### config.mk
export PLATFORM = sky130hd
export DESIGN_NAME = pipe_ctrl
export DESIGN_NICKNAME = d
export VERILOG_FILES = /design/src/hw/isa_pkg.sv /design/src/hw/pipe_pkg.sv /design/src/hw/pipe_ctrl.sv
export SDC_FILE = /design/constraint.sdc
export NUM_CORES = 1
export LEC_CHECK = 0
export ABC_AREA = 1
export ABC_CLOCK_PERIOD_IN_PS = 1100
export BUFFER_PORTS_ARGS = -buffer_cell sky130_fd_sc_hd__clkbuf_2
export CAP_MARGIN = 10
export CORE_AREA = 2 2 121 123
export DETAILED_ROUTE_END_ITERATION = 16
export DIE_AREA = 0 0 123 125
export PLACE_DENSITY = 0.43
export REMOVE_ABC_BUFFERS = 1
export SLEW_MARGIN = 25
export SYNTH_ARGS = -nofsm -noshare
export SYNTH_HDL_FRONTEND = slang
export SYNTH_SLANG_ARGS = --single-unit
### constraint.sdc
create_clock -name vclk -period 1.1
set_input_delay 0.22 -clock vclk [all_inputs]
set_output_delay 0.22 -clock vclk [all_outputs]
set_load 0.01 [all_outputs]
### src/hw/isa_pkg.sv
package isa_pkg;

        localparam int IMEM_DEPTH_LOG2 = 6;     // 64 instruction words
        localparam int DMEM_DEPTH_LOG2 = 6;     // 64 data words

        typedef logic [31:0] word_t;            // data and instruction word
        typedef logic [4:0]  reg_idx_t;         // r0 to r31

        // major opcodes of the supported subset
        typedef enum logic [5:0] {
                op_rtype = 6'h00,
                op_j     = 6'h02,
                op_beq   = 6'h04,
                op_addi  = 6'h08,
                op_lw    = 6'h23,
                op_sw    = 6'h2b
        } opcode_t;

        // function field of r-type words
        typedef enum logic [5:0] {
                fn_add = 6'h20,
                fn_sub = 6'h22,
                fn_and = 6'h24,
                fn_or  = 6'h25,
                fn_slt = 6'h2a
        } funct_t;

        typedef struct packed {
                opcode_t    opcode;
                reg_idx_t   rs;
                reg_idx_t   rt;
                reg_idx_t   rd;
                logic [4:0] shamt;              // unused by this subset
                funct_t     funct;
        } r_fmt_t;

        // j reuses rs, rt and imm as its 26-bit target
        typedef struct packed {
                opcode_t     opcode;
                reg_idx_t    rs;
                reg_idx_t    rt;
                logic [15:0] imm;
        } i_fmt_t;

        typedef union packed {
                r_fmt_t r;
                i_fmt_t i;
        } instr_u;

endpackage

### src/hw/pipe_pkg.sv
package pipe_pkg;

        import isa_pkg::*;

        typedef enum logic [2:0] {
                alu_add,
                alu_sub,
                alu_and,
                alu_or,
                alu_slt
        } alu_op_t;

        // operand source in EX
        typedef enum logic [1:0] {
                fwd_none,                       // value read in decode
                fwd_mem,                        // EX/MEM result
                fwd_wb                          // write-back value
        } fwd_sel_t;

        typedef struct packed {
                logic        valid;
                word_t       pc;
                reg_idx_t    rs;
                reg_idx_t    rt;
                reg_idx_t    dest;
                word_t       rs_val;
                word_t       rt_val;
                word_t       imm;               // sign extended
                alu_op_t     alu_op;
                logic        use_imm;
                logic        reg_write;
                logic        mem_read;
                logic        mem_write;
                logic        is_beq;
                logic        is_j;
                logic [25:0] jtarget;
        } id_ex_t;

        typedef struct packed {
                logic     valid;
                word_t    result;               // alu result or byte address
                word_t    store_data;
                reg_idx_t dest;
                logic     reg_write;
                logic     mem_read;
                logic     mem_write;
        } ex_mem_t;

        // MEM/WB record, also the register file write port
        typedef struct packed {
                logic     valid;
                reg_idx_t dest;
                word_t    data;
                logic     reg_write;
        } wb_t;

        typedef struct packed {
                logic                       we;
                logic [IMEM_DEPTH_LOG2-1:0] addr;       // word address
                word_t                      data;
        } imem_load_t;

        typedef struct packed {
                logic     valid;
                reg_idx_t rd;
                word_t    data;
        } commit_t;

        typedef struct packed {
                logic  valid;
                word_t addr;                    // byte address
                word_t data;
        } store_t;

        typedef struct packed {
                logic  taken;
                word_t target;
        } redirect_t;

endpackage

### src/hw/pipe_ctrl.sv
`timescale 1ns/1ps

module pipe_ctrl import isa_pkg::*, pipe_pkg::*; (
        input  logic     clk,                   // assertion sampling only
        input  logic     rst_n,
        input  reg_idx_t id_rs,
        input  reg_idx_t id_rt,
        input  id_ex_t   id_ex,
        input  ex_mem_t  ex_mem,
        input  wb_t      wb,
        input  logic     redirect_taken,
        output logic     stall,
        output logic     flush,
        output fwd_sel_t fwd_a,
        output fwd_sel_t fwd_b
);

        logic load_use;

        // nearest producer first, r0 is never forwarded
        function automatic fwd_sel_t pick(input reg_idx_t src, input ex_mem_t m, input wb_t w);
                if (src == '0)
                        return fwd_none;
                if (m.valid && m.reg_write && m.dest == src)
                        return fwd_mem;
                if (w.valid && w.reg_write && w.dest == src)
                        return fwd_wb;
                return fwd_none;
        endfunction

        // load in EX feeding the word in ID
        assign load_use = id_ex.valid && id_ex.mem_read && (id_ex.dest != '0) &&
                          (id_ex.dest == id_rs || id_ex.dest == id_rt);

        assign flush = redirect_taken;
        assign stall = load_use && !redirect_taken;     // flush has priority

        assign fwd_a = pick(id_ex.rs, ex_mem, wb);
        assign fwd_b = pick(id_ex.rt, ex_mem, wb);

        // the bubble behind a load always clears the hazard
        a_stall_one_cycle: assert property (@(posedge clk) disable iff (!rst_n)
                stall |=> !stall);

endmodule

==> results.toml <==
[placement]
port_buffers = 48
place_area_um2 = 1070
dp_slack_ps = -206
hpwl_mm = 2.45
gp_congestion = 0.749

[floorplan]
num_io_pins = 310
die_w_um = 123
fp-row-count = 44
die_y_um = 125
core_um2 = 14200
dieArea_um2 = 15400
start_util_pct = 4.14

[setup_path]
worstSetupPathType = "in -> out"
crit_path_max_fanout = 4
cp_slowest_stage_delay_ps = 230
critical_path_buf_inv_count = 3
critical_path.top_delay_family = "simple AND/OR/NAND/NOR gates"
path_cells = "buf_8, inv_6, a21oi_4, nand4_1, nor3_4, buf_2"
crit_arrival_ps = 1050
cpMaxStageDelayCell = "nor3_4"
endpoint_kind = "primary output"
startpoint_type = "input port"
crit_required_ps = 880

[outcome]
violations = "negative setup slack"
status = "finished, violations left"

[timing]
timing.final.ws_setup_ps = -174
fin_crit_ps = 1270
fin_hold_ws_ps = 693
rsz0062_at_grt = "yes"
max_freq_mhz = 785
tightest_slew_ps = 205
period_share_pct = 116
slew_viol_final = 0
hold_viol_final = 0
setup_viol = 5
max_slew_margin_pct = 86.2

[grt]
grt_pass1_wl_mm = 4.08
antenna_found_initial = 0
grt_max_degree = 6
grt_pass1_vias = 802
grt_util_all_layers_pct = 3.28
grt_overflow_total = 0

[layout]
n_antenna_cell = 0
finalInstanceArea_um2 = 1310
nFlopsAndLatches = 0
fillers = 1693
drive_gt1_share_pct = 50.6
postLayoutCoreUtil_pct = 9.23
multi_input_area_um2 = 579
fin_nets = 480
area_delta_synth_final_pct = 123
nClkBuffers = 0
seq_area_um2 = 0

[synthesis]
synth.most_common_cell = "nand2_1"
syn_area_um2 = 588
synth_top_area_cell = "nand2_1"
netlist_top_cells_area = "nand2_1 25%, nor2_1 13%, xnor2_1 10%"
synth-seq-area-share_pct = 0
synthCells = 122
synthDistinctLibCells = 22
synth_warnings = 0
avgSynthCellArea_um2 = 4.82
synth.top_cell.area_share_pct = 24.9
synthTopCellsByCount = "39 x nand2_1, 20 x nor2_1, 14 x inv_1"

[power]
irDropWorstVdd_uv = 59.6
p_leak_nw = 0.619
p_total_w = 0.000384
power.density_nw_per_um2 = 293

[route]
drt-vias-per-instance = 2.40
drtPass1Iterations = 5
num_vias = 859
routedWlPerCell_um = 7.73
ant_nets = 0
drt_iter0_drc = 33
routed_wl_mm = 2.77
drc = 0

[job]
maxCapViolCount = 0

[clock_network]
cts_hold_buf = 0

[min_path]
hold_path.class = "in -> out"
==> path summary, 6_finish.rpt <==
| path | start | endpoint | cells after the start |
|---|---|---|---|
| worst max-delay path | id_ex[144] | fwd_a[0] | 6 |
| worst min-delay path | redirect_taken | flush | 2 |
==> placed cells by master, fill, tap and decap left out, types with 4 or more instances in the layout <==
| cell type | count |
|---|---|
| buf_2 | 6 |
| nand2_1 | 35 |
| buf_6 | 9 |
| inv_2 | 11 |
| nor2_1 | 18 |
| clkbuf_8 | 4 |
| xnor2_1 | 4 |
| buf_4 | 7 |
| nand2_2 | 4 |
| clkbuf_2 | 24 |
| nand3_1 | 4 |
| inv_1 | 10 |
| o21ai_1 | 4 |
==> repair_timing <==
item                                    in CTS  in global routing
buffers inserted                             0                  2
hold endpoints to repair                     0                  0
resized for setup                           13                 52
endpoints found under the setup margin       5                  5
pin swaps                                   11                 22
==> cell type report <==
| cell class | count | area share [%] |
|---|---|---|
| inverter | 24 | 7.44 |
| multi-input combinational | 97 | 44.2 |
| tap | 184 | 17.6 |
| timing repair buffer | 53 | 30.8 |
==> power breakdown <==
group / internal, W / switching, W / total, W
Sequential: 0 / 0 / 0
Clock: 0 / 0 / 0
Combinational: 0.000197 / 0.000187 / 0.000384
==> routing by layer <==
layer	wire length [µm]	up-vias	track usage, %
met5	0	-	0
met4	0	0	0
met3	94	0	0.274
li1	-	477	-
met1	1420	366	5.12
met2	1260	16	5.17
==> per-stage QoR <==
stage	setup TNS (ps)	instances
CTS	-669	356
global placement	-852	356
finish	-546	358
detailed placement	-791	356
global route	-885	358
floorplan	0	121
==> cell families (layout without fill, tap and decap cells) <==
group,Yosys count,in the layout,synth area share (%)
AOI/OAI and AO/OA,11,11,12.1
buffers and inverters,25,77,16.6
and+or+nand+nor,76,76,56.4
xor gates and xnor gates,10,10,14.9
(Power assumes the default switching activity.)
