### src/hw/isa_pkg.sv
package isa_pkg;

        localparam int IMEM_DEPTH_LOG2 = 6;     // 64 instruction words
        localparam int DMEM_DEPTH_LOG2 = 6;     // 64 data words

        typedef logic [31:0] word_t;            // data and instruction word
        typedef logic [4:0]  reg_idx_t;         // r0 to r31

        // major opcodes of the supported subset
        typedef enum logic [5:0] {
                op_rtype = 6'h00,
                op_j     = 6'h02,
                op_beq   = 6'h04,
                op_addi  = 6'h08,
                op_lw    = 6'h23,
                op_sw    = 6'h2b
        } opcode_t;

        // function field of r-type words
        typedef enum logic [5:0] {
                fn_add = 6'h20,
                fn_sub = 6'h22,
                fn_and = 6'h24,
                fn_or  = 6'h25,
                fn_slt = 6'h2a
        } funct_t;

        typedef struct packed {
                opcode_t    opcode;
                reg_idx_t   rs;
                reg_idx_t   rt;
                reg_idx_t   rd;
                logic [4:0] shamt;              // unused by this subset
                funct_t     funct;
        } r_fmt_t;

        // j reuses rs, rt and imm as its 26-bit target
        typedef struct packed {
                opcode_t     opcode;
                reg_idx_t    rs;
                reg_idx_t    rt;
                logic [15:0] imm;
        } i_fmt_t;

        typedef union packed {
                r_fmt_t r;
                i_fmt_t i;
        } instr_u;

endpackage

### src/hw/pipe_pkg.sv
package pipe_pkg;

        import isa_pkg::*;

        typedef enum logic [2:0] {
                alu_add,
                alu_sub,
                alu_and,
                alu_or,
                alu_slt
        } alu_op_t;

        // operand source in EX
        typedef enum logic [1:0] {
                fwd_none,                       // value read in decode
                fwd_mem,                        // EX/MEM result
                fwd_wb                          // write-back value
        } fwd_sel_t;

        typedef struct packed {
                logic        valid;
                word_t       pc;
                reg_idx_t    rs;
                reg_idx_t    rt;
                reg_idx_t    dest;
                word_t       rs_val;
                word_t       rt_val;
                word_t       imm;               // sign extended
                alu_op_t     alu_op;
                logic        use_imm;
                logic        reg_write;
                logic        mem_read;
                logic        mem_write;
                logic        is_beq;
                logic        is_j;
                logic [25:0] jtarget;
        } id_ex_t;

        typedef struct packed {
                logic     valid;
                word_t    result;               // alu result or byte address
                word_t    store_data;
                reg_idx_t dest;
                logic     reg_write;
                logic     mem_read;
                logic     mem_write;
        } ex_mem_t;

        // MEM/WB record, also the register file write port
        typedef struct packed {
                logic     valid;
                reg_idx_t dest;
                word_t    data;
                logic     reg_write;
        } wb_t;

        typedef struct packed {
                logic                       we;
                logic [IMEM_DEPTH_LOG2-1:0] addr;       // word address
                word_t                      data;
        } imem_load_t;

        typedef struct packed {
                logic     valid;
                reg_idx_t rd;
                word_t    data;
        } commit_t;

        typedef struct packed {
                logic  valid;
                word_t addr;                    // byte address
                word_t data;
        } store_t;

        typedef struct packed {
                logic  taken;
                word_t target;
        } redirect_t;

endpackage

### src/hw/mem_stage.sv
`timescale 1ns/1ps

module mem_stage import isa_pkg::*, pipe_pkg::*; (
        input  logic    clk,
        input  logic    rst_n,
        input  ex_mem_t ex_mem,
        output wb_t     wb,
        output commit_t commit,
        output store_t  store
);

        word_t                      dmem [2**DMEM_DEPTH_LOG2];
        logic [DMEM_DEPTH_LOG2-1:0] word_idx;
        logic                       do_store;

        assign word_idx = ex_mem.result[DMEM_DEPTH_LOG2+1:2];  // word addressed
        assign do_store = ex_mem.valid && ex_mem.mem_write;

        always_ff @(posedge clk) begin
                if (do_store)
                        dmem[word_idx] <= ex_mem.store_data;
        end

        // store reported in the cycle it is performed
        assign store.valid = do_store;
        assign store.addr  = ex_mem.result;
        assign store.data  = ex_mem.store_data;

        // MEM/WB register with write-back select
        always_ff @(posedge clk or negedge rst_n) begin
                if (!rst_n) begin
                        wb <= '0;
                end else begin
                        wb.valid     <= ex_mem.valid;
                        wb.dest      <= ex_mem.dest;
                        wb.reg_write <= ex_mem.reg_write;
                        wb.data      <= ex_mem.mem_read ? dmem[word_idx] : ex_mem.result;
                end
        end

        // one pulse per retired register write
        assign commit.valid = wb.valid && wb.reg_write && (wb.dest != '0);
        assign commit.rd    = wb.dest;
        assign commit.data  = wb.data;

endmodule

### config.mk
export PLATFORM = sky130hd
export DESIGN_NAME = mem_stage
export DESIGN_NICKNAME = d
export VERILOG_FILES = /design/src/hw/isa_pkg.sv /design/src/hw/pipe_pkg.sv /design/src/hw/mem_stage.sv
export SDC_FILE = /design/constraint.sdc
export NUM_CORES = 2
export LEC_CHECK = 0
export BUFFER_PORTS_ARGS = -buffer_cell sky130_fd_sc_hd__buf_2
export CAP_MARGIN = 30
export CORE_UTILIZATION = 45
export DETAILED_ROUTE_END_ITERATION = 10
export HOLD_SLACK_MARGIN = 0.03
export SETUP_SLACK_MARGIN = 0.5
export SLEW_MARGIN = 15
export SYNTH_ARGS = -nofsm -noshare
export SYNTH_HDL_FRONTEND = slang
export SYNTH_SLANG_ARGS = --single-unit
### constraint.sdc
create_clock -name clk -period 2.7 [get_ports clk]
set_input_delay 0.27 -clock clk [delete_from_list [all_inputs] [get_ports clk]]
set_output_delay 0.27 -clock clk [all_outputs]
set_load 0.01 [all_outputs]
==> impl_metrics.ini <==
[power_and_ir_drop]
cellInternalPower_mw = 53.6
clock_power_share = 0.408
p_comb_frac = 0.073
switching_power_mw = 15.5
power.density_cell_area_nw_per_um2 = 700
power.ir.vdd_worst_mv = 0.782
seqPwrFrac = 0.519
cellLeakagePower_nw = 32.9
p_sw_frac = 0.224
report.power.total_mw = 69.1

[synthesis]
post-synth-top-count-cell = edfxtp_1
post_synth_most_frequent_cells = 2048 x edfxtp_1, 205 x a221oi_1, 204 x mux2i_1
synth_area_um2 = 80700
yosysTopAreaCellShare = 0.762
yosys_warnings = 0
yosys_most_used_dff = edfxtp_1
synthesis_stage_register_bit_count = 2087
asr_flop_ratio_synth = 0.0187
syn_nets = 4349
synth_top_cells_by_area = edfxtp_1 76%, mux4_2 4.9%, mux2i_1 2.5%, a221oi_1 2.2%, mux2_2 1.9%
seq_area_frac_synth = 0.774
edff_count_synth = 2048
synthesis.area_per_instance_um2 = 18.9
synthDistinctLibCells = 68
syn_inst_count = 4274
netlist.top_cell.by_area = edfxtp_1

[min_path]
holdPathStages = 1
min-delay-path-class = primary input to flop

[clock_tree]
clkSinkCount = 2087
worst_setup_hold_path_clk_slew_ps = 60
clock_tree.htree_level_count = 4
clock_latency_ps = 860
cts_inserted_buffers = 202
cts.root.buffer_cell = clkbuf_16
tritoncts = yes
cts_buffer_depth = 3

[placed_design]
portBuffers = 216
gp_routability_congestion = 0.904
detailed_place_hpwl_um = 182000
placed_cells = 7209
placed_cell_area_um2 = 91200

[floorplan]
die_height_um = 425
initial_core_util = 0.453
ios = 217
design.core.area_um2 = 178000
rows = 155
design.die.area_um2 = 181000
die_w_um = 425

[sta]
clock_skew_ps = 27.9
worstMarginPinSlew_ps = 1070
timing.final.hold_violations = 0
timing_limited_maximum_frequency_mhz = 425
final.period_utilization = 0.871
timing.slew.headroom = 0.276
rsz0062_at_grt = true
fin_crit_ps = 2350
setup-tns-final_ps = 0
final_max_slew_viol_count = 0
setup_viol = 0

[global_routing]
global_route_wire_length_before_repair_um = 384000
global_route.overflow_total = 0
first_global_vias = 47000
grt_antenna_before_repair = 15
aggregate_global_route_resource_usage = 0.309
pin_count_of_the_biggest_net_entering_global_routing = 66

[finish]
share_of_cells_above_drive_strength_1 = 0.322
n_fill_cell = 13400
multiInputGateArea_um2 = 16800
final_net_count = 5193
sequential_area_um2 = 62500
areaGrowthSynthToFinish_pct = 22.2
finish.cell_count_without_fillers = 7653
layout.cell_area.non_filler_um2 = 98600

[setup_path]
worst-endpoint-required_ps = 3450
critPathCaptureType = flop
arrival_ps = 3100
worst-r2r-cell-count = 7
worst_setup_path_start_kind = flop
worst-setup-path-type = flop to flop
critPathMaxFanout = 1

[drt]
drt-wirelength-per-cell_um = 36.7
detailedRoute.firstIterationViolations = 7523
route.detailed.vias_per_inst = 6.42
post-route-drc-count = 0
detail-route-antenna-nets = 0
detailroute.via_count = 49100
detailedRoute.firstPassIterationCount = 6
detail_route.wirelength_um = 281000

[job]
drv_cap = 0

[outcome]
status = completed
## per-stage QoR
stage               hold slack (ps)  setup slack, ps   util
global route                   53.5              284  0.553
detailed placement              305             -424  0.512
floorplan                     -25.6              413      -
global placement                302             -645  0.512
CTS                            31.8              348  0.553
finish                         54.0              349  0.553
## final timing paths
path                               from          to  slack (ps)
max in group asynchronous         rst_n  commit[20]        1790
min                           ex_mem[8]  dmem[6][0]          50
max reg2reg                dmem[44][18]  commit[18]         350
min reg2reg                dmem[19][22]  commit[22]         670
max                        dmem[44][18]  commit[18]         350
min in group asynchronous         rst_n   commit[2]         530
## power groups by stage
stage               Clock [mW]  Combinational (mW)  Sequential, mW
finish                    28.2                5.04            35.9
global route              29.5                5.20            35.9
CTS                       28.3                4.94            35.9
detailed placement           0                4.82            36.5
global placement             0                4.79            36.5
floorplan                    0                2.05            36.5
## cell type report
class	instances	area share
Inverter	5	0.000279
Clock inverter	106	0.00994
Sequential cell	2087	0.634
Timing Repair Buffer	1026	0.0999
Clock buffer	271	0.0562
Antenna cell	7	0.000178
Tap cell	2355	0.0299
Multi-Input combinational cell	1796	0.170
## cell usage in the layout, fill, tap and decap left out, types with 14 or more instances in the layout
cell type,n
clkbuf_16,208
a22oi_1,144
a222oi_1,14
mux4_2,177
buf_4,549
a31oi_1,17
clkinv_2,34
mux2_2,139
a21oi_1,134
buf_12,200
a221o_1,34
buf_2,213
nor2_4,68
mux2i_1,202
bufinv_16,17
o2bb2ai_1,18
clkinv_1,39
dlygate4sd3_1,58
nor2_1,131
edfxtp_1,2048
o221ai_1,16
clkbuf_1,53
a221oi_1,203
nand3_1,26
a22o_1,26
o21ai_0,107
o32a_1,14
dfrtp_1,39
nand2_1,77
o22ai_1,63
## state kept, by name, summed over array words and instances, names as in the netlist
signal / cells
dmem: 2048
commit: 37
wb: 2
## worst max-delay path: stages, from the launching register on
cell and delay [ps]:
edfxtp_1 400, mux4_2 480, mux2i_1 170, o21ai_0 250, a2111oi_4 470, buf_4 190, a41oi_1 120, buf_4 160
## kinds of logic after synthesis
group,synth area share
muxes,0.0947
AOI/OAI and AO/OA,0.0815
buffers and inverters,0.0291
and+or+nand+nor,0.0204
DFF,0.774
## routing by layer
| metal | routed length [um] | vias up | track usage |
|---|---|---|---|
| met5 | 73 | - | 0 |
| li1 | - | 19300 | - |
| met2 | 128000 | 3432 | 0.471 |
| met3 | 33100 | 638 | 0.0723 |
| met1 | 107000 | 25700 | 0.429 |
| met4 | 12600 | 12 | 0.125 |
## timing repair
item / 4_1_cts / 5_1_grt
gates resized for setup: 31 / 15
buffers inserted: 1 / 1
hold endpoints to repair: 474 / 0
endpoints found under the setup margin: 13 / 14
hold buffers: 58 / 0
pin swaps: 11 / 3
Note: power is estimated with default switching activity, not from simulation.
