===== config.mk =====
export PLATFORM = sky130hd
export DESIGN_NAME = execute_stage
export DESIGN_NICKNAME = d
export VERILOG_FILES = /design/src/hw/isa_pkg.sv /design/src/hw/pipe_pkg.sv /design/src/hw/execute_stage.sv
export SDC_FILE = /design/constraint.sdc
export NUM_CORES = 1
export LEC_CHECK = 0
export BUFFER_PORTS_ARGS = -buffer_cell sky130_fd_sc_hd__buf_4
export CAP_MARGIN = 20
export CORE_MARGIN = 4
export CORE_UTILIZATION = 25
export DETAILED_ROUTE_END_ITERATION = 16
export SLEW_MARGIN = 10
export SYNTH_ARGS = -nofsm -noshare
export SYNTH_HDL_FRONTEND = slang
export SYNTH_SLANG_ARGS = --single-unit

===== constraint.sdc =====
create_clock -name clk -period 11.5 [get_ports clk]
set_input_delay 1.725 -clock clk [delete_from_list [all_inputs] [get_ports clk]]
set_output_delay 1.725 -clock clk [all_outputs]
set_load 0.05 [all_outputs]

===== src/hw/isa_pkg.sv =====
package isa_pkg;

        localparam int IMEM_DEPTH_LOG2 = 6;     // 64 instruction words
        localparam int DMEM_DEPTH_LOG2 = 6;     // 64 data words

        typedef logic [31:0] word_t;            // data and instruction word
        typedef logic [4:0]  reg_idx_t;         // r0 to r31

        // major opcodes of the supported subset
        typedef enum logic [5:0] {
                op_rtype = 6'h00,
                op_j     = 6'h02,
                op_beq   = 6'h04,
                op_addi  = 6'h08,
                op_lw    = 6'h23,
                op_sw    = 6'h2b
        } opcode_t;

        // function field of r-type words
        typedef enum logic [5:0] {
                fn_add = 6'h20,
                fn_sub = 6'h22,
                fn_and = 6'h24,
                fn_or  = 6'h25,
                fn_slt = 6'h2a
        } funct_t;

        typedef struct packed {
                opcode_t    opcode;
                reg_idx_t   rs;
                reg_idx_t   rt;
                reg_idx_t   rd;
                logic [4:0] shamt;              // unused by this subset
                funct_t     funct;
        } r_fmt_t;

        // j reuses rs, rt and imm as its 26-bit target
        typedef struct packed {
                opcode_t     opcode;
                reg_idx_t    rs;
                reg_idx_t    rt;
                logic [15:0] imm;
        } i_fmt_t;

        typedef union packed {
                r_fmt_t r;
                i_fmt_t i;
        } instr_u;

endpackage


===== src/hw/pipe_pkg.sv =====
package pipe_pkg;

        import isa_pkg::*;

        typedef enum logic [2:0] {
                alu_add,
                alu_sub,
                alu_and,
                alu_or,
                alu_slt
        } alu_op_t;

        // operand source in EX
        typedef enum logic [1:0] {
                fwd_none,                       // value read in decode
                fwd_mem,                        // EX/MEM result
                fwd_wb                          // write-back value
        } fwd_sel_t;

        typedef struct packed {
                logic        valid;
                word_t       pc;
                reg_idx_t    rs;
                reg_idx_t    rt;
                reg_idx_t    dest;
                word_t       rs_val;
                word_t       rt_val;
                word_t       imm;               // sign extended
                alu_op_t     alu_op;
                logic        use_imm;
                logic        reg_write;
                logic        mem_read;
                logic        mem_write;
                logic        is_beq;
                logic        is_j;
                logic [25:0] jtarget;
        } id_ex_t;

        typedef struct packed {
                logic     valid;
                word_t    result;               // alu result or byte address
                word_t    store_data;
                reg_idx_t dest;
                logic     reg_write;
                logic     mem_read;
                logic     mem_write;
        } ex_mem_t;

        // MEM/WB record, also the register file write port
        typedef struct packed {
                logic     valid;
                reg_idx_t dest;
                word_t    data;
                logic     reg_write;
        } wb_t;

        typedef struct packed {
                logic                       we;
                logic [IMEM_DEPTH_LOG2-1:0] addr;       // word address
                word_t                      data;
        } imem_load_t;

        typedef struct packed {
                logic     valid;
                reg_idx_t rd;
                word_t    data;
        } commit_t;

        typedef struct packed {
                logic  valid;
                word_t addr;                    // byte address
                word_t data;
        } store_t;

        typedef struct packed {
                logic  taken;
                word_t target;
        } redirect_t;

endpackage


===== src/hw/execute_stage.sv =====
`timescale 1ns/1ps

module execute_stage import isa_pkg::*, pipe_pkg::*; (
        input  logic      clk,
        input  logic      rst_n,
        input  id_ex_t    id_ex,
        input  fwd_sel_t  fwd_a,
        input  fwd_sel_t  fwd_b,
        input  word_t     mem_fwd,
        input  wb_t       wb,
        output ex_mem_t   ex_mem,
        output redirect_t redirect
);

        word_t a;                               // forwarded rs
        word_t b;                               // forwarded rt
        word_t alu_b;
        word_t result;
        word_t pc4;
        word_t br_target;
        word_t j_target;

        function automatic word_t pick(input fwd_sel_t sel, input word_t reg_val,
                                       input word_t mem_val, input word_t wb_val);
                case (sel)
                        fwd_mem: return mem_val;
                        fwd_wb:  return wb_val;
                        default: return reg_val;
                endcase
        endfunction

        assign a     = pick(fwd_a, id_ex.rs_val, mem_fwd, wb.data);
        assign b     = pick(fwd_b, id_ex.rt_val, mem_fwd, wb.data);
        assign alu_b = id_ex.use_imm ? id_ex.imm : b;   // addi, lw, sw

        always_comb begin
                case (id_ex.alu_op)
                        alu_sub: result = a - alu_b;
                        alu_and: result = a & alu_b;
                        alu_or:  result = a | alu_b;
                        alu_slt: result = {31'd0, $signed(a) < $signed(alu_b)};
                        default: result = a + alu_b;
                endcase
        end

        assign pc4       = id_ex.pc + 32'd4;
        assign br_target = pc4 + {id_ex.imm[29:0], 2'b00};
        assign j_target  = {pc4[31:28], id_ex.jtarget, 2'b00};    // keep region bits

        assign redirect.taken  = id_ex.valid && (id_ex.is_j || (id_ex.is_beq && a == b));
        assign redirect.target = id_ex.is_j ? j_target : br_target;

        // EX/MEM register
        always_ff @(posedge clk or negedge rst_n) begin
                if (!rst_n) begin
                        ex_mem <= '0;
                end else begin
                        ex_mem.valid      <= id_ex.valid;
                        ex_mem.result     <= result;
                        ex_mem.store_data <= b;         // forwarded rt for sw
                        ex_mem.dest       <= id_ex.dest;
                        ex_mem.reg_write  <= id_ex.reg_write;
                        ex_mem.mem_read   <= id_ex.mem_read;
                        ex_mem.mem_write  <= id_ex.mem_write;
                end
        end

endmodule


==> impl_results.md <==
* Placement-stage cell area at 14,100 µm²
* Total global routing track utilization at 22.2%
* Critical path required time at 9780 ps
* Distinct cell type count after synthesis at 70
* Synthesized area divided by synthesized cell count at 7.13 µm²
* Share of post-route cells with drive strength above 1 at 21.9%
* Fill cell instance count of the final layout at 4,679
* Hpwl dp at 44.6 mm
* Largest fanout on the critical path at 7
* Max reg flops at 73
* Vias at 12,900
* Design area at 14,400 µm²
* Critical path startpoint category: primary input
* Final standard cell utilization of the core at 33.3%
* Post-route insts no fill at 2,411
* Placement row count at 76
* Combined area of the multi-input logic cells at 8310 µm²
* Total power divided by cell area at 125 nW/µm²
* Initial DRC Count at 914
* Number of gates resized after cts at 0
* Setup Total Neg Slack at 0 ps
* Final hold violation count at 0
* Final period demand of the worst path at 7410 ps
* Outcome: finished, final reports clean
* Wire length of the first global-routing pass at 80.1 mm
* Number of warnings issued by yosys at 0
* Buffer depth of the longest clock path at 2
* CTS Hold Buffers Added at 0
* Area delta synth->final at 31.2%
* Via count of the first global-routing pass at 12,800
* Cells along the critical path: buf_4, ha_1, nand3_1, nor2_1, nand4_1, xnor2_1, ha_1, nand4_1, nor2_1, nand3_1, o21ai_0, o21ai_0, a21boi_0, o2111ai_1, and3_1, a211oi_1, buf_4
* Share of the cycle needed by the critical path after routing at 64.5%
* Category of the most critical setup path: in -> out
* Number of buffers added by the clock tree synthesis step at 9
* Delay of the slowest critical-path stage at 410 ps
* Area enclosed by the die boundary at 47,200 µm²
* Syn Inst Count at 1,536
* Clock input transition at the sequential cells of the worst setup and hold paths at 60 ps
* Largest registers: ex_mem (73)
* H-tree depth at 3
* Cell total after placement at 2,393
* First-pass detailed-route iteration total at 5
* Placeable core region at 43,200 µm²
* Worst-margin pin slew at 1030 ps
* Leakage power of the design at 6.86 nW
* Biggest area contributors in the synthesized netlist: dfrtp_1 (17%), ha_1 (15%), a21oi_1 (6.5%)
* Register bit count reported by yosys at 73
* DRC violations left at 0
* WP data arrival at 5690 ps
* Pin count of the biggest net entering global routing at 67
* Count of flip-flops with a built-in enable after synthesis at 0
* Number of maximum-capacitance constraint violations at 0
* Final nets at 2,209
* CP Capture Type: output pin
* Number of port buffers at 344
* Die height at 217 µm
* Routed vias/inst at 5.34
* Number of antenna-violating nets in the routed design at 0
* Classification of the worst-slack hold path: in -> async
* # setup viols final at 0
* Peak supply drop at 0.0713 mV
* Final total power at 1.80 mW
* Final Max Tran Viols at 0
* RD Place Congestion at 0.958
* Routed wire length per instance at 22.5 µm
* Maximum clock frequency at 135 MHz
* Ys flop type: dfrtp_1
* Total area of sequential cells at 1830 µm²
* Clock tree from TritonCTS: yes
* Number of setup buffers added after CTS at 0
* Summed instance area of the synthesized netlist at 11,000 µm²
* Most flop-heavy register: ex_mem
* Aggregate global routing overflow at 0
* Post-synthesis sequential area ratio at 16.7%
* RSZ-0062 raised after global routing: no
* Standard cell with the maximum stage delay on the critical path: ha_1
* Cell type with the highest aggregate area in the netlist: dfrtp_1
* Share of flip-flops with an asynchronous set or reset at 100%
* Number of antenna violations at the first check in global routing at 3
* Initial standard-cell utilization of the core at 25.4%
* Horizontal die dimension at 217 µm
* Fraction of post-synthesis cell area in the top cell type by area at 16.7%
* Max_slew headroom at 30.8%
* Net count of the mapped netlist at 1,925
* Final routed wirelength across all metal layers at 54.2 mm
* Number of sinks handled by clock tree synthesis at 73
* Number of top-level design ports at 362
* Root buf cell: clkbuf_16
critical path: cells and delay by family:
kind	cells	cell delay (ps)
XOR/XNOR	1	160
AO/OA/AOI/OAI	5	1360
buffers and inverters	2	380
AND/OR/NAND/NOR	7	1460
adder cells (fa/ha/maj)	2	610
cell type report:
cell class	instances	share of cell area (%)
inverter	143	3.73
clock inverter	3	0.296
sequential	73	12.7
clock buffer	11	1.69
timing repair buffer	355	18.7
multi-input combinational	1238	57.8
antenna	3	0.0522
tap	585	5.09
layout by cell type, fill, tap and decap left out, drive strengths merged, types with 4 or more instances in the layout:
master	Yosys	final
and3	16	16
a21o	21	21
xor2	19	19
o31ai	15	15
o21ai	114	114
or3	4	4
a221o	18	18
o22ai	8	8
nor4	10	10
o21bai	19	19
dfrtp	73	73
clkbuf	66	11
ha	130	130
a21oi	144	144
a31oi	9	9
nand2	149	149
a22oi	68	68
buf	16	355
nor2	162	162
or2	8	8
nor3	14	14
xnor2	64	64
o311ai	5	5
o21a	29	29
o41ai	8	8
nand3	28	28
inv	143	143
a21boi	7	7
nand2b	13	13
a211o	6	6
o221ai	15	15
a221oi	9	9
nor2b	19	19
o211ai	13	13
mux2	4	4
a211oi	18	18
nand4	23	23
nor3b	4	4
Yosys cell counts, types with 21 or more instances:
master and number:
a21o_1 21, nand4_1 23, nand3_1 28, a22oi_1 68, inv_1 143, clkbuf_1 66, o21ai_0 114, a21oi_1 142
o21a_1 29, nand2_1 147, dfrtp_1 73, nor2_1 162, xnor2_1 64, ha_1 130
per-layer routing:
layer	global-route usage, %	part of all wire [%]	vias up
met5	0	0	-
met4	9.41	4.1	0
met3	5.38	7.1	72
met2	37.7	48	536
met1	26.8	41	6203
li1	-	-	6056
power breakdown:
part,switching [mW],internal (mW),leakage (nW)
clock network,0.124,0.171,0.137
logic,0.789,0.395,5.84
registers,0.0173,0.304,0.888
stage by stage:
stage,setup WS (ps),hold WS (ps)
final,4090,1320
after global routing,3750,1340
after CTS,4150,1320
after detailed placement,4170,1750
after global placement,4180,1740
after floorplan,3820,1430
path summary, 6_finish.rpt:
path                       startpoint  cells after the start                   end  slack [ps]
max in group asynchronous       rst_n                      2  ex_mem[45]$_DFF_PN0_        9220
min                             rst_n                      1   ex_mem[7]$_DFF_PN0_        1320
min in group clk            id_ex[28]                      1   ex_mem[0]$_DFF_PN0_        1450
max                        id_ex[148]                     17          redirect[29]        4090
cell families (layout without fill, tap and decap cells):
group	count (synthesis)	after routing	synth area share (%)
mux	7	7	0.685
simple gates	461	461	19.1
buf+inv	225	512	7.75
flops	73	73	16.7
compound gates	554	554	33.8
xor+xnor	83	83	6.63
other cells	0	3	0
fa+ha+maj	133	133	15.4
Note: power is estimated with default switching activity, not from simulation.
