[src/hw/isa_pkg.sv]
package isa_pkg;

        localparam int IMEM_DEPTH_LOG2 = 6;     // 64 instruction words
        localparam int DMEM_DEPTH_LOG2 = 6;     // 64 data words

        typedef logic [31:0] word_t;            // data and instruction word
        typedef logic [4:0]  reg_idx_t;         // r0 to r31

        // major opcodes of the supported subset
        typedef enum logic [5:0] {
                op_rtype = 6'h00,
                op_j     = 6'h02,
                op_beq   = 6'h04,
                op_addi  = 6'h08,
                op_lw    = 6'h23,
                op_sw    = 6'h2b
        } opcode_t;

        // function field of r-type words
        typedef enum logic [5:0] {
                fn_add = 6'h20,
                fn_sub = 6'h22,
                fn_and = 6'h24,
                fn_or  = 6'h25,
                fn_slt = 6'h2a
        } funct_t;

        typedef struct packed {
                opcode_t    opcode;
                reg_idx_t   rs;
                reg_idx_t   rt;
                reg_idx_t   rd;
                logic [4:0] shamt;              // unused by this subset
                funct_t     funct;
        } r_fmt_t;

        // j reuses rs, rt and imm as its 26-bit target
        typedef struct packed {
                opcode_t     opcode;
                reg_idx_t    rs;
                reg_idx_t    rt;
                logic [15:0] imm;
        } i_fmt_t;

        typedef union packed {
                r_fmt_t r;
                i_fmt_t i;
        } instr_u;

endpackage

[src/hw/pipe_pkg.sv]
package pipe_pkg;

        import isa_pkg::*;

        typedef enum logic [2:0] {
                alu_add,
                alu_sub,
                alu_and,
                alu_or,
                alu_slt
        } alu_op_t;

        // operand source in EX
        typedef enum logic [1:0] {
                fwd_none,                       // value read in decode
                fwd_mem,                        // EX/MEM result
                fwd_wb                          // write-back value
        } fwd_sel_t;

        typedef struct packed {
                logic        valid;
                word_t       pc;
                reg_idx_t    rs;
                reg_idx_t    rt;
                reg_idx_t    dest;
                word_t       rs_val;
                word_t       rt_val;
                word_t       imm;               // sign extended
                alu_op_t     alu_op;
                logic        use_imm;
                logic        reg_write;
                logic        mem_read;
                logic        mem_write;
                logic        is_beq;
                logic        is_j;
                logic [25:0] jtarget;
        } id_ex_t;

        typedef struct packed {
                logic     valid;
                word_t    result;               // alu result or byte address
                word_t    store_data;
                reg_idx_t dest;
                logic     reg_write;
                logic     mem_read;
                logic     mem_write;
        } ex_mem_t;

        // MEM/WB record, also the register file write port
        typedef struct packed {
                logic     valid;
                reg_idx_t dest;
                word_t    data;
                logic     reg_write;
        } wb_t;

        typedef struct packed {
                logic                       we;
                logic [IMEM_DEPTH_LOG2-1:0] addr;       // word address
                word_t                      data;
        } imem_load_t;

        typedef struct packed {
                logic     valid;
                reg_idx_t rd;
                word_t    data;
        } commit_t;

        typedef struct packed {
                logic  valid;
                word_t addr;                    // byte address
                word_t data;
        } store_t;

        typedef struct packed {
                logic  taken;
                word_t target;
        } redirect_t;

endpackage

[src/hw/decode_stage.sv]
`timescale 1ns/1ps

module decode_stage import isa_pkg::*, pipe_pkg::*; (
        input  logic     clk,
        input  logic     rst_n,
        input  word_t    if_instr,
        input  word_t    if_pc,
        input  logic     if_valid,
        input  logic     stall,
        input  logic     flush,
        input  wb_t      wb,
        output id_ex_t   id_ex,
        output reg_idx_t id_rs,
        output reg_idx_t id_rt
);

        instr_u ins;
        word_t  regs [32];
        logic   wb_we;                          // real register write this cycle
        logic   known;                          // encoding in the subset
        id_ex_t dec;

        assign ins   = if_instr;
        assign id_rs = ins.i.rs;                // raw fields to hazard check
        assign id_rt = ins.i.rt;
        assign wb_we = wb.valid && wb.reg_write && (wb.dest != '0);

        // register file, r0 never written
        always_ff @(posedge clk or negedge rst_n) begin
                if (!rst_n) begin
                        for (int k = 0; k < 32; k++)
                                regs[k] <= '0;
                end else if (wb_we) begin
                        regs[wb.dest] <= wb.data;
                end
        end

        always_comb begin
                dec         = '0;
                known       = 1'b1;
                dec.pc      = if_pc;
                dec.rs      = ins.i.rs;
                dec.rt      = ins.i.rt;
                // write-back in the same cycle wins over the stored value
                dec.rs_val  = (wb_we && wb.dest == ins.i.rs) ? wb.data : regs[ins.i.rs];
                dec.rt_val  = (wb_we && wb.dest == ins.i.rt) ? wb.data : regs[ins.i.rt];
                dec.imm     = {{16{ins.i.imm[15]}}, ins.i.imm};
                dec.jtarget = {ins.i.rs, ins.i.rt, ins.i.imm};
                dec.alu_op  = alu_add;          // default for addr calc
                case (ins.i.opcode)
                        op_rtype: begin
                                dec.dest      = ins.r.rd;
                                dec.reg_write = 1'b1;
                                case (ins.r.funct)
                                        fn_add:  dec.alu_op = alu_add;
                                        fn_sub:  dec.alu_op = alu_sub;
                                        fn_and:  dec.alu_op = alu_and;
                                        fn_or:   dec.alu_op = alu_or;
                                        fn_slt:  dec.alu_op = alu_slt;
                                        default: known = 1'b0;
                                endcase
                        end
                        op_addi: begin
                                dec.dest      = ins.i.rt;
                                dec.reg_write = 1'b1;
                                dec.use_imm   = 1'b1;
                        end
                        op_lw: begin
                                dec.dest      = ins.i.rt;
                                dec.reg_write = 1'b1;
                                dec.use_imm   = 1'b1;
                                dec.mem_read  = 1'b1;
                        end
                        op_sw: begin
                                dec.use_imm   = 1'b1;
                                dec.mem_write = 1'b1;
                        end
                        op_beq:  dec.is_beq = 1'b1;     // compare done in EX
                        op_j:    dec.is_j   = 1'b1;
                        default: known = 1'b0;
                endcase
                if (dec.dest == '0)
                        dec.reg_write = 1'b0;   // r0 writes vanish here
                dec.valid = if_valid;
                if (!known)
                        dec = '0;               // unknown word becomes a bubble
        end

        // ID/EX register
        always_ff @(posedge clk or negedge rst_n) begin
                if (!rst_n)
                        id_ex <= '0;
                else if (stall || flush)
                        id_ex <= '0;            // bubble
                else
                        id_ex <= dec;
        end

        // r0 filtering in decode must survive EX and MEM
        a_no_r0_write: assert property (@(posedge clk) disable iff (!rst_n)
                (wb.valid && wb.reg_write) |-> (wb.dest != '0));

endmodule

[config.mk]
export PLATFORM = sky130hd
export DESIGN_NAME = decode_stage
export DESIGN_NICKNAME = d
export VERILOG_FILES = /design/src/hw/isa_pkg.sv /design/src/hw/pipe_pkg.sv /design/src/hw/decode_stage.sv
export SDC_FILE = /design/constraint.sdc
export NUM_CORES = 2
export LEC_CHECK = 0
export BUFFER_PORTS_ARGS = -buffer_cell sky130_fd_sc_hd__buf_2
export CORE_MARGIN = 2
export CORE_UTILIZATION = 60
export DETAILED_ROUTE_END_ITERATION = 12
export HOLD_SLACK_MARGIN = 0.15
export PLACE_DENSITY = 0.89
export SYNTH_ARGS = -nofsm -noshare
export SYNTH_HDL_FRONTEND = slang
export SYNTH_SLANG_ARGS = --single-unit
export TNS_END_PERCENT = 10
[constraint.sdc]
create_clock -name clk -period 4.9 [get_ports clk]
set_input_delay 0.735 -clock clk [delete_from_list [all_inputs] [get_ports clk]]
set_output_delay 0.735 -clock clk [all_outputs]
set_load 0.01 [all_outputs]
==> results_dict.tcl <==
set metrics [dict create \
    via_per_inst 7.44 \
    outcome "finished, final reports clean" \
    post-cts-setup-buffers 0 \
    slew-limit-headroom_pct 7.69 \
    place_area_um2 63200 \
    dp.cells 5781 \
    ys_async_sr_fraction_pct 100 \
    core_area_um2 100000 \
    crit_fanout 34 \
    dp_hpwl_mm 118 \
    synthMuxAreaShare_pct 37.3 \
    num_rows 116 \
    synth_cell_types 46 \
    synth_fp_nets 4690 \
    synth_edf_count 0 \
    gp_congestion 0.912 \
    groute.usage.overall_pct 38.0 \
    synth_seq_area_share_pct 47.9 \
    fillers 6422 \
    overflow 0 \
    clock-sinks 1161 \
    max_freq_mhz 291 \
    worst_hold_slack_ps 72.8 \
    max_cap_violations 0 \
    cts_buffers 113 \
    fin_nets 4706 \
    die_w_um 322 \
    rr_worst_depth 5 \
    vias 44800 \
    chipHeight_um 322 \
    drt_pre_antenna_iters 6 \
    numPortBuffers 296 \
    slowest_stage "a2111oi_0" \
    clock_skew_ps 21.5 \
    grt_pass1_vias 45700 \
    grt_setup_unrepaired "no" \
    p_leak_nw 31.0 \
    drc 0 \
    yosysWarnings 0 \
    p_per_area_nw_per_um2 369 \
    critPathArrivalTime_ps 3960 \
    synth_simple_gate_area_share_pct 3.74 \
    crit_path_end_kind "flip-flop" \
    required_ps 5430 \
    fin_crit_sh_pct 70.1 \
    initial_core_util_pct 60.5 \
    synth_top_family_by_area "multiplexers" \
    layout-drive-gt1-share_pct 50.5 \
    rrSetupSlack_ps 2440 \
    synthAdderAreaFrac_pct 0 \
    hold_viol_final 0 \
    cts_buffer_depth 3 \
    syn_area_per_cell_um2 13.2 \
    ios 297 \
    tightest_slew_ps 1380 \
    synth-seq-cells 1161 \
    clock_tree.root_cell "clkbuf_16" \
    syn-cell-area_um2 60600 \
    synth_ff_type "dfrtp_1" \
    final.setup.tns_ps 0 \
    post_cts_resized 0 \
    final_area_um2 67200 \
    fin_cells 6018 \
    cts_tree "done" \
    synthCells 4582 \
    clkLatencyLatePin_ps 710 \
    drt-total-wl_mm 199 \
    seq_power_share_pct 46.6 \
    reg2reg_to "id_ex[110]" \
    power.internal_mw 18.2 \
    synth_xor_area_share_pct 0.159 \
    power_switching_mw 6.61 \
    drt_iter0_drc 6182 \
    htreeDepth 3 \
    synth_compound_area_share_pct 6.76 \
    p_clk_share_pct 37.3 \
    ant_nets 0 \
    layout_min_cycle_time_ps 3430 \
    ctsHoldBuffers 0 \
    area_delta_synth_final_pct 10.9 \
    max_stage_delay_ps 810 \
    grt_max_degree 141 \
    clk_pin_slew_ps 70 \
    comb_power_share_pct 16.1 \
    ir_worst_vdd_uv 358 \
    setup_violations 0 \
    worst-setup-path-type "input pin to flip-flop" \
    cp_cell_sequence "buf_4 -> nand2b_4 -> buf_4 -> a211oi_1 -> a2111oi_0 -> a211oi_1 -> a311oi_1" \
    utilization_pct 67.1 \
    grt_pass1_wl_mm 293 \
    hp-class "input pin to async pin" \
    wl_per_cell_um 33.1 \
    r2r-start "regs[75]" \
    antenna_found_initial 35 \
    p_sw_share_pct 26.6 \
    die-area_um2 104000 \
    drv_slew 0 \
    critical_path.startpoint_type "input pin" \
]
==> power by group through the flow <==
stage	sequential, mW	combinational (mW)	clock (mW)
after floorplan	11.3	2.85	0
after global placement	11.5	3.71	0
after detailed placement	11.6	3.86	0
after CTS	11.5	3.93	9.25
after global routing	11.6	4.21	9.66
final	11.6	3.99	9.26
==> routing by layer <==
metal	vias up	track usage (%)	share of wire [%]
met5	-	0	0.045
met4	14	28.4	8.0
met3	1097	13.1	14
met2	3875	55.0	43
met1	22600	47.3	35
li1	17200	-	-
==> cell usage in the layout, fill, tap and decap left out, drive strengths merged, types with 13 or more instances in the layout <==
| cell | n |
|---|---|
| mux2 | 1514 |
| dfrtp | 1161 |
| buf | 443 |
| o22ai | 225 |
| mux2i | 182 |
| mux4 | 166 |
| clkbuf | 166 |
| a211oi | 149 |
| nor2b | 139 |
| nor2 | 119 |
| nand2 | 69 |
| nor3 | 61 |
| a311oi | 55 |
| a221oi | 53 |
| a2111oi | 51 |
| diode | 28 |
| clkinv | 25 |
| nor4 | 13 |
| nand2b | 13 |
==> area by class of cell <==
type | count | area, µm² | area share [%]
antenna | 28 | 70.1 | 0.104
clock buffer | 166 | 3390 | 5.05
clock inverter | 43 | 544 | 0.810
multi-input combinational | 2879 | 29400 | 43.7
sequential | 1161 | 29100 | 43.2
tap | 1298 | 1620 | 2.42
timing repair buffer | 443 | 3130 | 4.65
==> worst max path at each step <==
stage          cells after the start  slack, ps         start    endpoint
2_1_floorplan                      7       2350  if_instr[21]  id_ex[100]
3_3_place_gp                       7       1300  if_instr[17]   id_ex[93]
3_5_place_dp                       7       1270  if_instr[17]   id_ex[93]
4_1_cts                            4       1620  if_instr[18]    id_rt[2]
5_1_grt                            4       1600  if_instr[18]    id_rt[2]
6_report                           7       1470  if_instr[23]  id_ex[110]
==> state kept, by name (all words and copies together), names as in the netlist <==
name	cells
id_ex	137
regs	1024
==> critical path: cells and delay by family <==
kind,cells,cell delay (ps)
AO/OA/AOI/OAI,4,1760
buffers and inverters,2,850
AND/OR/NAND/NOR,1,610
==> through the flow <==
step	power, mW	worst slack (ps)
CTS	24.7	1620
global placement	15.2	1300
global route	25.5	1600
finish	24.8	1470
detailed placement	15.5	1270
floorplan	14.2	2350
==> cell usage after synthesis (2+ instances only) <==
| cell type | number | share of area [%] |
|---|---|---|
| nor4b_1 | 3 | 0.043 |
| clkbuf_1 | 338 | 2.1 |
| nor2_1 | 119 | 0.74 |
| mux4_2 | 166 | 6.2 |
| a22oi_1 | 5 | 0.062 |
| a2111oi_0 | 51 | 0.74 |
| or2_2 | 6 | 0.062 |
| nand2b_1 | 13 | 0.13 |
| a21oi_1 | 7 | 0.058 |
| nor4_1 | 13 | 0.13 |
| nor2b_1 | 139 | 1.4 |
| a211oi_1 | 149 | 1.8 |
| mux2_2 | 1514 | 28 |
| buf_1 | 34 | 0.21 |
| xor2_1 | 6 | 0.087 |
| and2_1 | 4 | 0.041 |
| buf_2 | 91 | 0.75 |
| mux2i_1 | 182 | 3.0 |
| buf_6 | 7 | 0.13 |
| a221oi_1 | 53 | 0.77 |
| o22ai_1 | 225 | 2.3 |
| o211ai_1 | 2 | 0.025 |
| nand2_1 | 69 | 0.43 |
| nand4_1 | 2 | 0.021 |
| a311oi_1 | 55 | 0.79 |
| xnor2_1 | 5 | 0.072 |
| o21ai_0 | 12 | 0.099 |
| buf_4 | 70 | 0.87 |
| nand3_1 | 6 | 0.050 |
| nor3_1 | 60 | 0.50 |
| dfrtp_1 | 1161 | 48 |
==> cell families after synthesis <==
logic type,Yosys count
AO/OA/AOI/OAI,562
XOR/XNOR,11
buffers and inverters,542
flip-flops,1161
multiplexers,1862
AND/OR/NAND/NOR,444
Power figures use the tool's default switching activity.
