File: config.mk
export PLATFORM = sky130hd
export DESIGN_NAME = fetch_stage
export DESIGN_NICKNAME = d
export VERILOG_FILES = /design/src/hw/isa_pkg.sv /design/src/hw/pipe_pkg.sv /design/src/hw/fetch_stage.sv
export SDC_FILE = /design/constraint.sdc
export NUM_CORES = 2
export LEC_CHECK = 0
export BUFFER_PORTS_ARGS = -buffer_cell sky130_fd_sc_hd__buf_2
export CAP_MARGIN = 40
export CORE_UTILIZATION = 35
export CTS_BUF_LIST = sky130_fd_sc_hd__clkbuf_8
export CTS_CLUSTER_DIAMETER = 50
export DETAILED_ROUTE_END_ITERATION = 10
export GPL_TIMING_DRIVEN = 0
export HOLD_SLACK_MARGIN = 0.1
export REMOVE_ABC_BUFFERS = 1
export SKIP_LAST_GASP = 1
export SYNTH_ARGS = -nofsm -noshare
export SYNTH_HDL_FRONTEND = slang
export SYNTH_SLANG_ARGS = --single-unit
File: constraint.sdc
create_clock -name clk -period 4 [get_ports clk]
set_input_delay 0.4 -clock clk [delete_from_list [all_inputs] [get_ports clk]]
set_output_delay 0.4 -clock clk [all_outputs]
set_load 0.02 [all_outputs]
File: src/hw/isa_pkg.sv
package isa_pkg;

        localparam int IMEM_DEPTH_LOG2 = 6;     // 64 instruction words
        localparam int DMEM_DEPTH_LOG2 = 6;     // 64 data words

        typedef logic [31:0] word_t;            // data and instruction word
        typedef logic [4:0]  reg_idx_t;         // r0 to r31

        // major opcodes of the supported subset
        typedef enum logic [5:0] {
                op_rtype = 6'h00,
                op_j     = 6'h02,
                op_beq   = 6'h04,
                op_addi  = 6'h08,
                op_lw    = 6'h23,
                op_sw    = 6'h2b
        } opcode_t;

        // function field of r-type words
        typedef enum logic [5:0] {
                fn_add = 6'h20,
                fn_sub = 6'h22,
                fn_and = 6'h24,
                fn_or  = 6'h25,
                fn_slt = 6'h2a
        } funct_t;

        typedef struct packed {
                opcode_t    opcode;
                reg_idx_t   rs;
                reg_idx_t   rt;
                reg_idx_t   rd;
                logic [4:0] shamt;              // unused by this subset
                funct_t     funct;
        } r_fmt_t;

        // j reuses rs, rt and imm as its 26-bit target
        typedef struct packed {
                opcode_t     opcode;
                reg_idx_t    rs;
                reg_idx_t    rt;
                logic [15:0] imm;
        } i_fmt_t;

        typedef union packed {
                r_fmt_t r;
                i_fmt_t i;
        } instr_u;

endpackage

File: src/hw/pipe_pkg.sv
package pipe_pkg;

        import isa_pkg::*;

        typedef enum logic [2:0] {
                alu_add,
                alu_sub,
                alu_and,
                alu_or,
                alu_slt
        } alu_op_t;

        // operand source in EX
        typedef enum logic [1:0] {
                fwd_none,                       // value read in decode
                fwd_mem,                        // EX/MEM result
                fwd_wb                          // write-back value
        } fwd_sel_t;

        typedef struct packed {
                logic        valid;
                word_t       pc;
                reg_idx_t    rs;
                reg_idx_t    rt;
                reg_idx_t    dest;
                word_t       rs_val;
                word_t       rt_val;
                word_t       imm;               // sign extended
                alu_op_t     alu_op;
                logic        use_imm;
                logic        reg_write;
                logic        mem_read;
                logic        mem_write;
                logic        is_beq;
                logic        is_j;
                logic [25:0] jtarget;
        } id_ex_t;

        typedef struct packed {
                logic     valid;
                word_t    result;               // alu result or byte address
                word_t    store_data;
                reg_idx_t dest;
                logic     reg_write;
                logic     mem_read;
                logic     mem_write;
        } ex_mem_t;

        // MEM/WB record, also the register file write port
        typedef struct packed {
                logic     valid;
                reg_idx_t dest;
                word_t    data;
                logic     reg_write;
        } wb_t;

        typedef struct packed {
                logic                       we;
                logic [IMEM_DEPTH_LOG2-1:0] addr;       // word address
                word_t                      data;
        } imem_load_t;

        typedef struct packed {
                logic     valid;
                reg_idx_t rd;
                word_t    data;
        } commit_t;

        typedef struct packed {
                logic  valid;
                word_t addr;                    // byte address
                word_t data;
        } store_t;

        typedef struct packed {
                logic  taken;
                word_t target;
        } redirect_t;

endpackage

File: src/hw/fetch_stage.sv
`timescale 1ns/1ps

module fetch_stage import isa_pkg::*, pipe_pkg::*; (
        input  logic       clk,
        input  logic       rst_n,
        input  logic       run,
        input  imem_load_t imem_load,
        input  logic       stall,
        input  logic       flush,
        input  redirect_t  redirect,
        output word_t      if_instr,
        output word_t      if_pc,
        output logic       if_valid
);

        word_t pc;                              // address being fetched
        word_t imem [2**IMEM_DEPTH_LOG2];
        word_t fetched;

        // program load only while parked
        always_ff @(posedge clk) begin
                if (imem_load.we && !run)
                        imem[imem_load.addr] <= imem_load.data;
        end

        assign fetched = imem[pc[IMEM_DEPTH_LOG2+1:2]];         // byte pc to word index

        always_ff @(posedge clk or negedge rst_n) begin
                if (!rst_n)
                        pc <= '0;
                else if (!run)
                        pc <= '0;                       // held at reset vector
                else if (redirect.taken)
                        pc <= redirect.target;          // resolved in EX
                else if (!stall)
                        pc <= pc + 32'd4;
        end

        // IF/ID register
        always_ff @(posedge clk or negedge rst_n) begin
                if (!rst_n) begin
                        if_instr <= '0;
                        if_pc    <= '0;
                        if_valid <= 1'b0;
                end else if (!run || flush) begin
                        if_valid <= 1'b0;               // squash wrong-path word
                end else if (!stall) begin
                        if_instr <= fetched;
                        if_pc    <= pc;
                        if_valid <= 1'b1;
                end
        end

        // loader and running pipeline never overlap
        a_no_load_while_run: assert property (@(posedge clk) disable iff (!rst_n)
                imem_load.we |-> !run);

endmodule

==> impl_metrics.env <==
export IMPL_grt_first_pass_wirelength_um=318000
export IMPL_worstReg2RegEnd="if_instr[11]"
export IMPL_detailroute_via_count=42800
export IMPL_cts_root_buffer_cell="sky130_fd_sc_hd__clkbuf_8"
export IMPL_start_kind="flip-flop"
export IMPL_power_per_cell_area_nw_per_um2=460
export IMPL_final_core_util=0.425
export IMPL_max_slew_margin=0.321
export IMPL_period_utilization=0.964
export IMPL_synthesis_instances=3856
export IMPL_cp_data_required_time_ns=4.91
export IMPL_wl_per_cell_um=28.6
export IMPL_core_rowCount=177
export IMPL_path_clk_slew_ns=0.07
export IMPL_die_h_um=488
export IMPL_ctsHtreeMaxLevel=5
export IMPL_initial_utilization=0.353
export IMPL_drc=0
export IMPL_placeableCoreArea_um2=233000
export IMPL_route_detailed_vias_per_inst=5.42
export IMPL_worstSkewPairLatency_ns=1.06
export IMPL_worst_reg_to_reg_cells=13
export IMPL_drive_gt1_frac=0.298
export IMPL_mostFrequentLayoutCell="sky130_fd_sc_hd__edfxtp_1"
export IMPL_grt_setup_unrepaired="true"
export IMPL_fin_worst_hold_slack_ns=0.201
export IMPL_max_vdd_ir_drop_mv=0.394
export IMPL_ff2ff_setup_slack_ns=0.14
export IMPL_total_power_w=0.0456
export IMPL_worstSetupEndpointType="flip-flop"
export IMPL_worstMarginPinSlew_ns=1.02
export IMPL_final_min_clock_period_ns=3.86
export IMPL_gr_total_overflow=0
export IMPL_fmax_ghz=0.259
export IMPL_grt_total_usage=0.188
export IMPL_startpoint_of_the_worst_register_to_register_path="pc[3]"
export IMPL_whs_path_depth=2
export IMPL_detail_route_wirelength_um=226000
export IMPL_synth_sequential_area_ratio=0.775
export IMPL_tritoncts_num_buffers=351
export IMPL_final_setup_skew_ns=0.0784
export IMPL_cap_violations=0
export IMPL_regArea_um2=63900
export IMPL_hpwlAfterDp_um=142000
export IMPL_netlist_cell_type_count=69
export IMPL_timing_setup_critical_path_class="reg2reg"
export IMPL_cp_max_fo=34
export IMPL_globalplace_congestion=0.755
export IMPL_fillers=20100
export IMPL_grt_pass1_vias=43400
export IMPL_yosysWarnings=0
export IMPL_synth_edff_count=2048
export IMPL_hp_class="in2reg"
export IMPL_fp_dieW_um=488
export IMPL_antenna_violating_nets_post_route=0
export IMPL_detailedRoute_firstIterationViolations=4737
export IMPL_ctsLongestPathBuffers=4
export IMPL_area_growth_synth_to_final_pct=20.3
export IMPL_crit_start="pc[3]"
export IMPL_critPathCapture="if_instr[11]"
export IMPL_grt_max_degree=71
export IMPL_postSynthAreaPerCell_um2=21.4
export IMPL_ioPinCount=142
export IMPL_synth_area_um2=82500
export IMPL_power_leakage_nw=31.6
export IMPL_initial_antenna_violation_count=14
export IMPL_first_pass_iters=5
export IMPL_io_buffer_count=141
export IMPL_synth_seq_cells=2145
export IMPL_synth_ff_type="sky130_fd_sc_hd__edfxtp_1"
export IMPL_ys_async_sr_fraction=0.0452
export IMPL_timing_hold_violations_final=0
export IMPL_multi_input_area_um2=18000
export IMPL_final_setup_viol_count=0
export IMPL_run_status="completed"
export IMPL_layout_common_cells="2048 x sky130_fd_sc_hd__edfxtp_1, 452 x sky130_fd_sc_hd__mux4_2, 375 x sky130_fd_sc_hd__clkbuf_8"
export IMPL_tritoncts="built"
export IMPL_floorplan_die_area_um2=238000
export IMPL_finalNetCount=4575
export IMPL_final_max_slew_violation_count=0
export IMPL_clock_sinks=2145
export IMPL_timing_critical_path_arrival_ns=4.77
## where the power goes
part           internal, W  switching [W]  leakage, nW
logic              0.00137        0.00186         8.35
registers           0.0248       0.000181         19.6
clock network      0.00887        0.00855         3.60
## registers in the layout, summed over array words and instances, names as in the netlist
signal	cells
if_instr	32
if_pc	32
if_valid	1
imem	2048
pc	32
## worst min path at each step
| stage | end | start |
|---|---|---|
| final | imem[50][31] | imem_load[31] |
| after global routing | imem[23][4] | imem_load[4] |
| after floorplan | if_instr[0] | rst_n |
| after detailed placement | if_instr[10] | rst_n |
| after CTS | imem[23][4] | imem_load[4] |
| after global placement | if_pc[30] | if_pc[30] |
## critical path: stages (launching register included)
cell and delay, ns:
sky130_fd_sc_hd__dfrtp_4 0.49, sky130_fd_sc_hd__buf_16 0.22, sky130_fd_sc_hd__buf_16 0.21, sky130_fd_sc_hd__buf_16 0.23
sky130_fd_sc_hd__buf_16 0.26, sky130_fd_sc_hd__buf_16 0.23, sky130_fd_sc_hd__buf_16 0.25, sky130_fd_sc_hd__bufbuf_16 0.40
sky130_fd_sc_hd__mux2i_1 0.21, sky130_fd_sc_hd__o221ai_1 0.14, sky130_fd_sc_hd__a21oi_1 0.31, sky130_fd_sc_hd__a221oi_4 0.16
sky130_fd_sc_hd__buf_4 0.21, sky130_fd_sc_hd__o32a_1 0.28
## routing by layer
layer	GRT usage	wire length (um)
met1	0.258	94100
met2	0.301	108000
met5	0	26
met3	0.0392	17900
met4	0.0544	5620
## synthesized netlist by cell type, types with 5 or more instances
| cell | count | area [um2] |
|---|---|---|
| sky130_fd_sc_hd__a211oi_1 | 35 | 263 |
| sky130_fd_sc_hd__a21oi_1 | 38 | 190 |
| sky130_fd_sc_hd__a221o_1 | 8 | 80.1 |
| sky130_fd_sc_hd__a221oi_1 | 20 | 175 |
| sky130_fd_sc_hd__a22oi_1 | 91 | 683 |
| sky130_fd_sc_hd__a311o_1 | 5 | 50.1 |
| sky130_fd_sc_hd__a311oi_1 | 6 | 52.6 |
| sky130_fd_sc_hd__a31oi_1 | 9 | 56.3 |
| sky130_fd_sc_hd__a41o_1 | 5 | 50.1 |
| sky130_fd_sc_hd__and2_1 | 10 | 62.6 |
| sky130_fd_sc_hd__and3_1 | 5 | 31.3 |
| sky130_fd_sc_hd__buf_1 | 7 | 26.3 |
| sky130_fd_sc_hd__buf_2 | 83 | 415 |
| sky130_fd_sc_hd__buf_4 | 42 | 315 |
| sky130_fd_sc_hd__buf_6 | 11 | 124 |
| sky130_fd_sc_hd__clkbuf_1 | 78 | 293 |
| sky130_fd_sc_hd__dfrtp_1 | 97 | 2430 |
| sky130_fd_sc_hd__edfxtp_1 | 2048 | 61500 |
| sky130_fd_sc_hd__inv_1 | 8 | 30.0 |
| sky130_fd_sc_hd__mux2_2 | 43 | 484 |
| sky130_fd_sc_hd__mux2i_1 | 175 | 1750 |
| sky130_fd_sc_hd__mux4_2 | 452 | 10200 |
| sky130_fd_sc_hd__nand2_1 | 160 | 601 |
| sky130_fd_sc_hd__nand2b_1 | 14 | 87.6 |
| sky130_fd_sc_hd__nand3_1 | 31 | 155 |
| sky130_fd_sc_hd__nand3b_1 | 5 | 37.5 |
| sky130_fd_sc_hd__nand4_1 | 7 | 43.8 |
| sky130_fd_sc_hd__nor2_1 | 105 | 394 |
| sky130_fd_sc_hd__nor2b_1 | 18 | 113 |
| sky130_fd_sc_hd__nor3_1 | 14 | 70.1 |
| sky130_fd_sc_hd__o2111ai_1 | 12 | 105 |
| sky130_fd_sc_hd__o211a_1 | 7 | 70.1 |
| sky130_fd_sc_hd__o211ai_1 | 8 | 60.1 |
| sky130_fd_sc_hd__o21ai_0 | 33 | 165 |
| sky130_fd_sc_hd__o221ai_1 | 21 | 184 |
| sky130_fd_sc_hd__o22a_1 | 8 | 70.1 |
| sky130_fd_sc_hd__o22ai_1 | 34 | 213 |
| sky130_fd_sc_hd__o32a_1 | 14 | 140 |
| sky130_fd_sc_hd__o41ai_1 | 5 | 43.8 |
| sky130_fd_sc_hd__or2_2 | 8 | 50.1 |
| sky130_fd_sc_hd__xnor2_1 | 20 | 175 |
| sky130_fd_sc_hd__xor2_1 | 8 | 70.1 |
## kinds of logic after synthesis
| family | count (synthesis) | synth area share |
|---|---|---|
| xor+xnor | 28 | 0.00297 |
| mux | 670 | 0.150 |
| compound gates | 371 | 0.0334 |
| buf+inv | 230 | 0.0146 |
| simple gates | 411 | 0.0237 |
| fa+ha+maj | 1 | 0.000152 |
| flops | 2145 | 0.775 |
## layout make-up
| cell class | count | share of cell area |
|---|---|---|
| timing repair buffer | 510 | 0.0711 |
| sequential | 2145 | 0.644 |
| clock buffer | 375 | 0.0520 |
| inverter | 8 | 0.000353 |
| antenna | 9 | 0.000227 |
| tap | 3132 | 0.0395 |
| clock inverter | 230 | 0.0107 |
| multi-input combinational | 1481 | 0.182 |
## per-stage QoR
stage | setup WS [ns] | cell area [um2] | setup TNS [ns] | std cells
2_1_floorplan | -18.54 | 81300 | -1007.89 | 3634
5_1_grt | -0.0106 | 99200 | -0.0106 | 7885
4_1_cts | 0.0312 | 99100 | 0 | 7877
6_report | 0.144 | 99200 | 0 | 7890
3_3_place_gp | -40.81 | 86000 | -5384.96 | 6907
3_5_place_dp | -1.05 | 91300 | -12.45 | 7134
## timing repair
| item | 4_1_cts | 5_1_grt |
|---|---|---|
| setup buffers | 5 | 0 |
| hold buffers | 128 | 0 |
| gates resized for setup | 16 | 2 |
| endpoints found under the setup margin | 25 | 7 |
| pin swaps | 1 | 0 |
| cloned | 6 | 2 |
| endpoints found under the hold margin | 2207 | 0 |
Note: power is estimated with default switching activity, not from simulation.
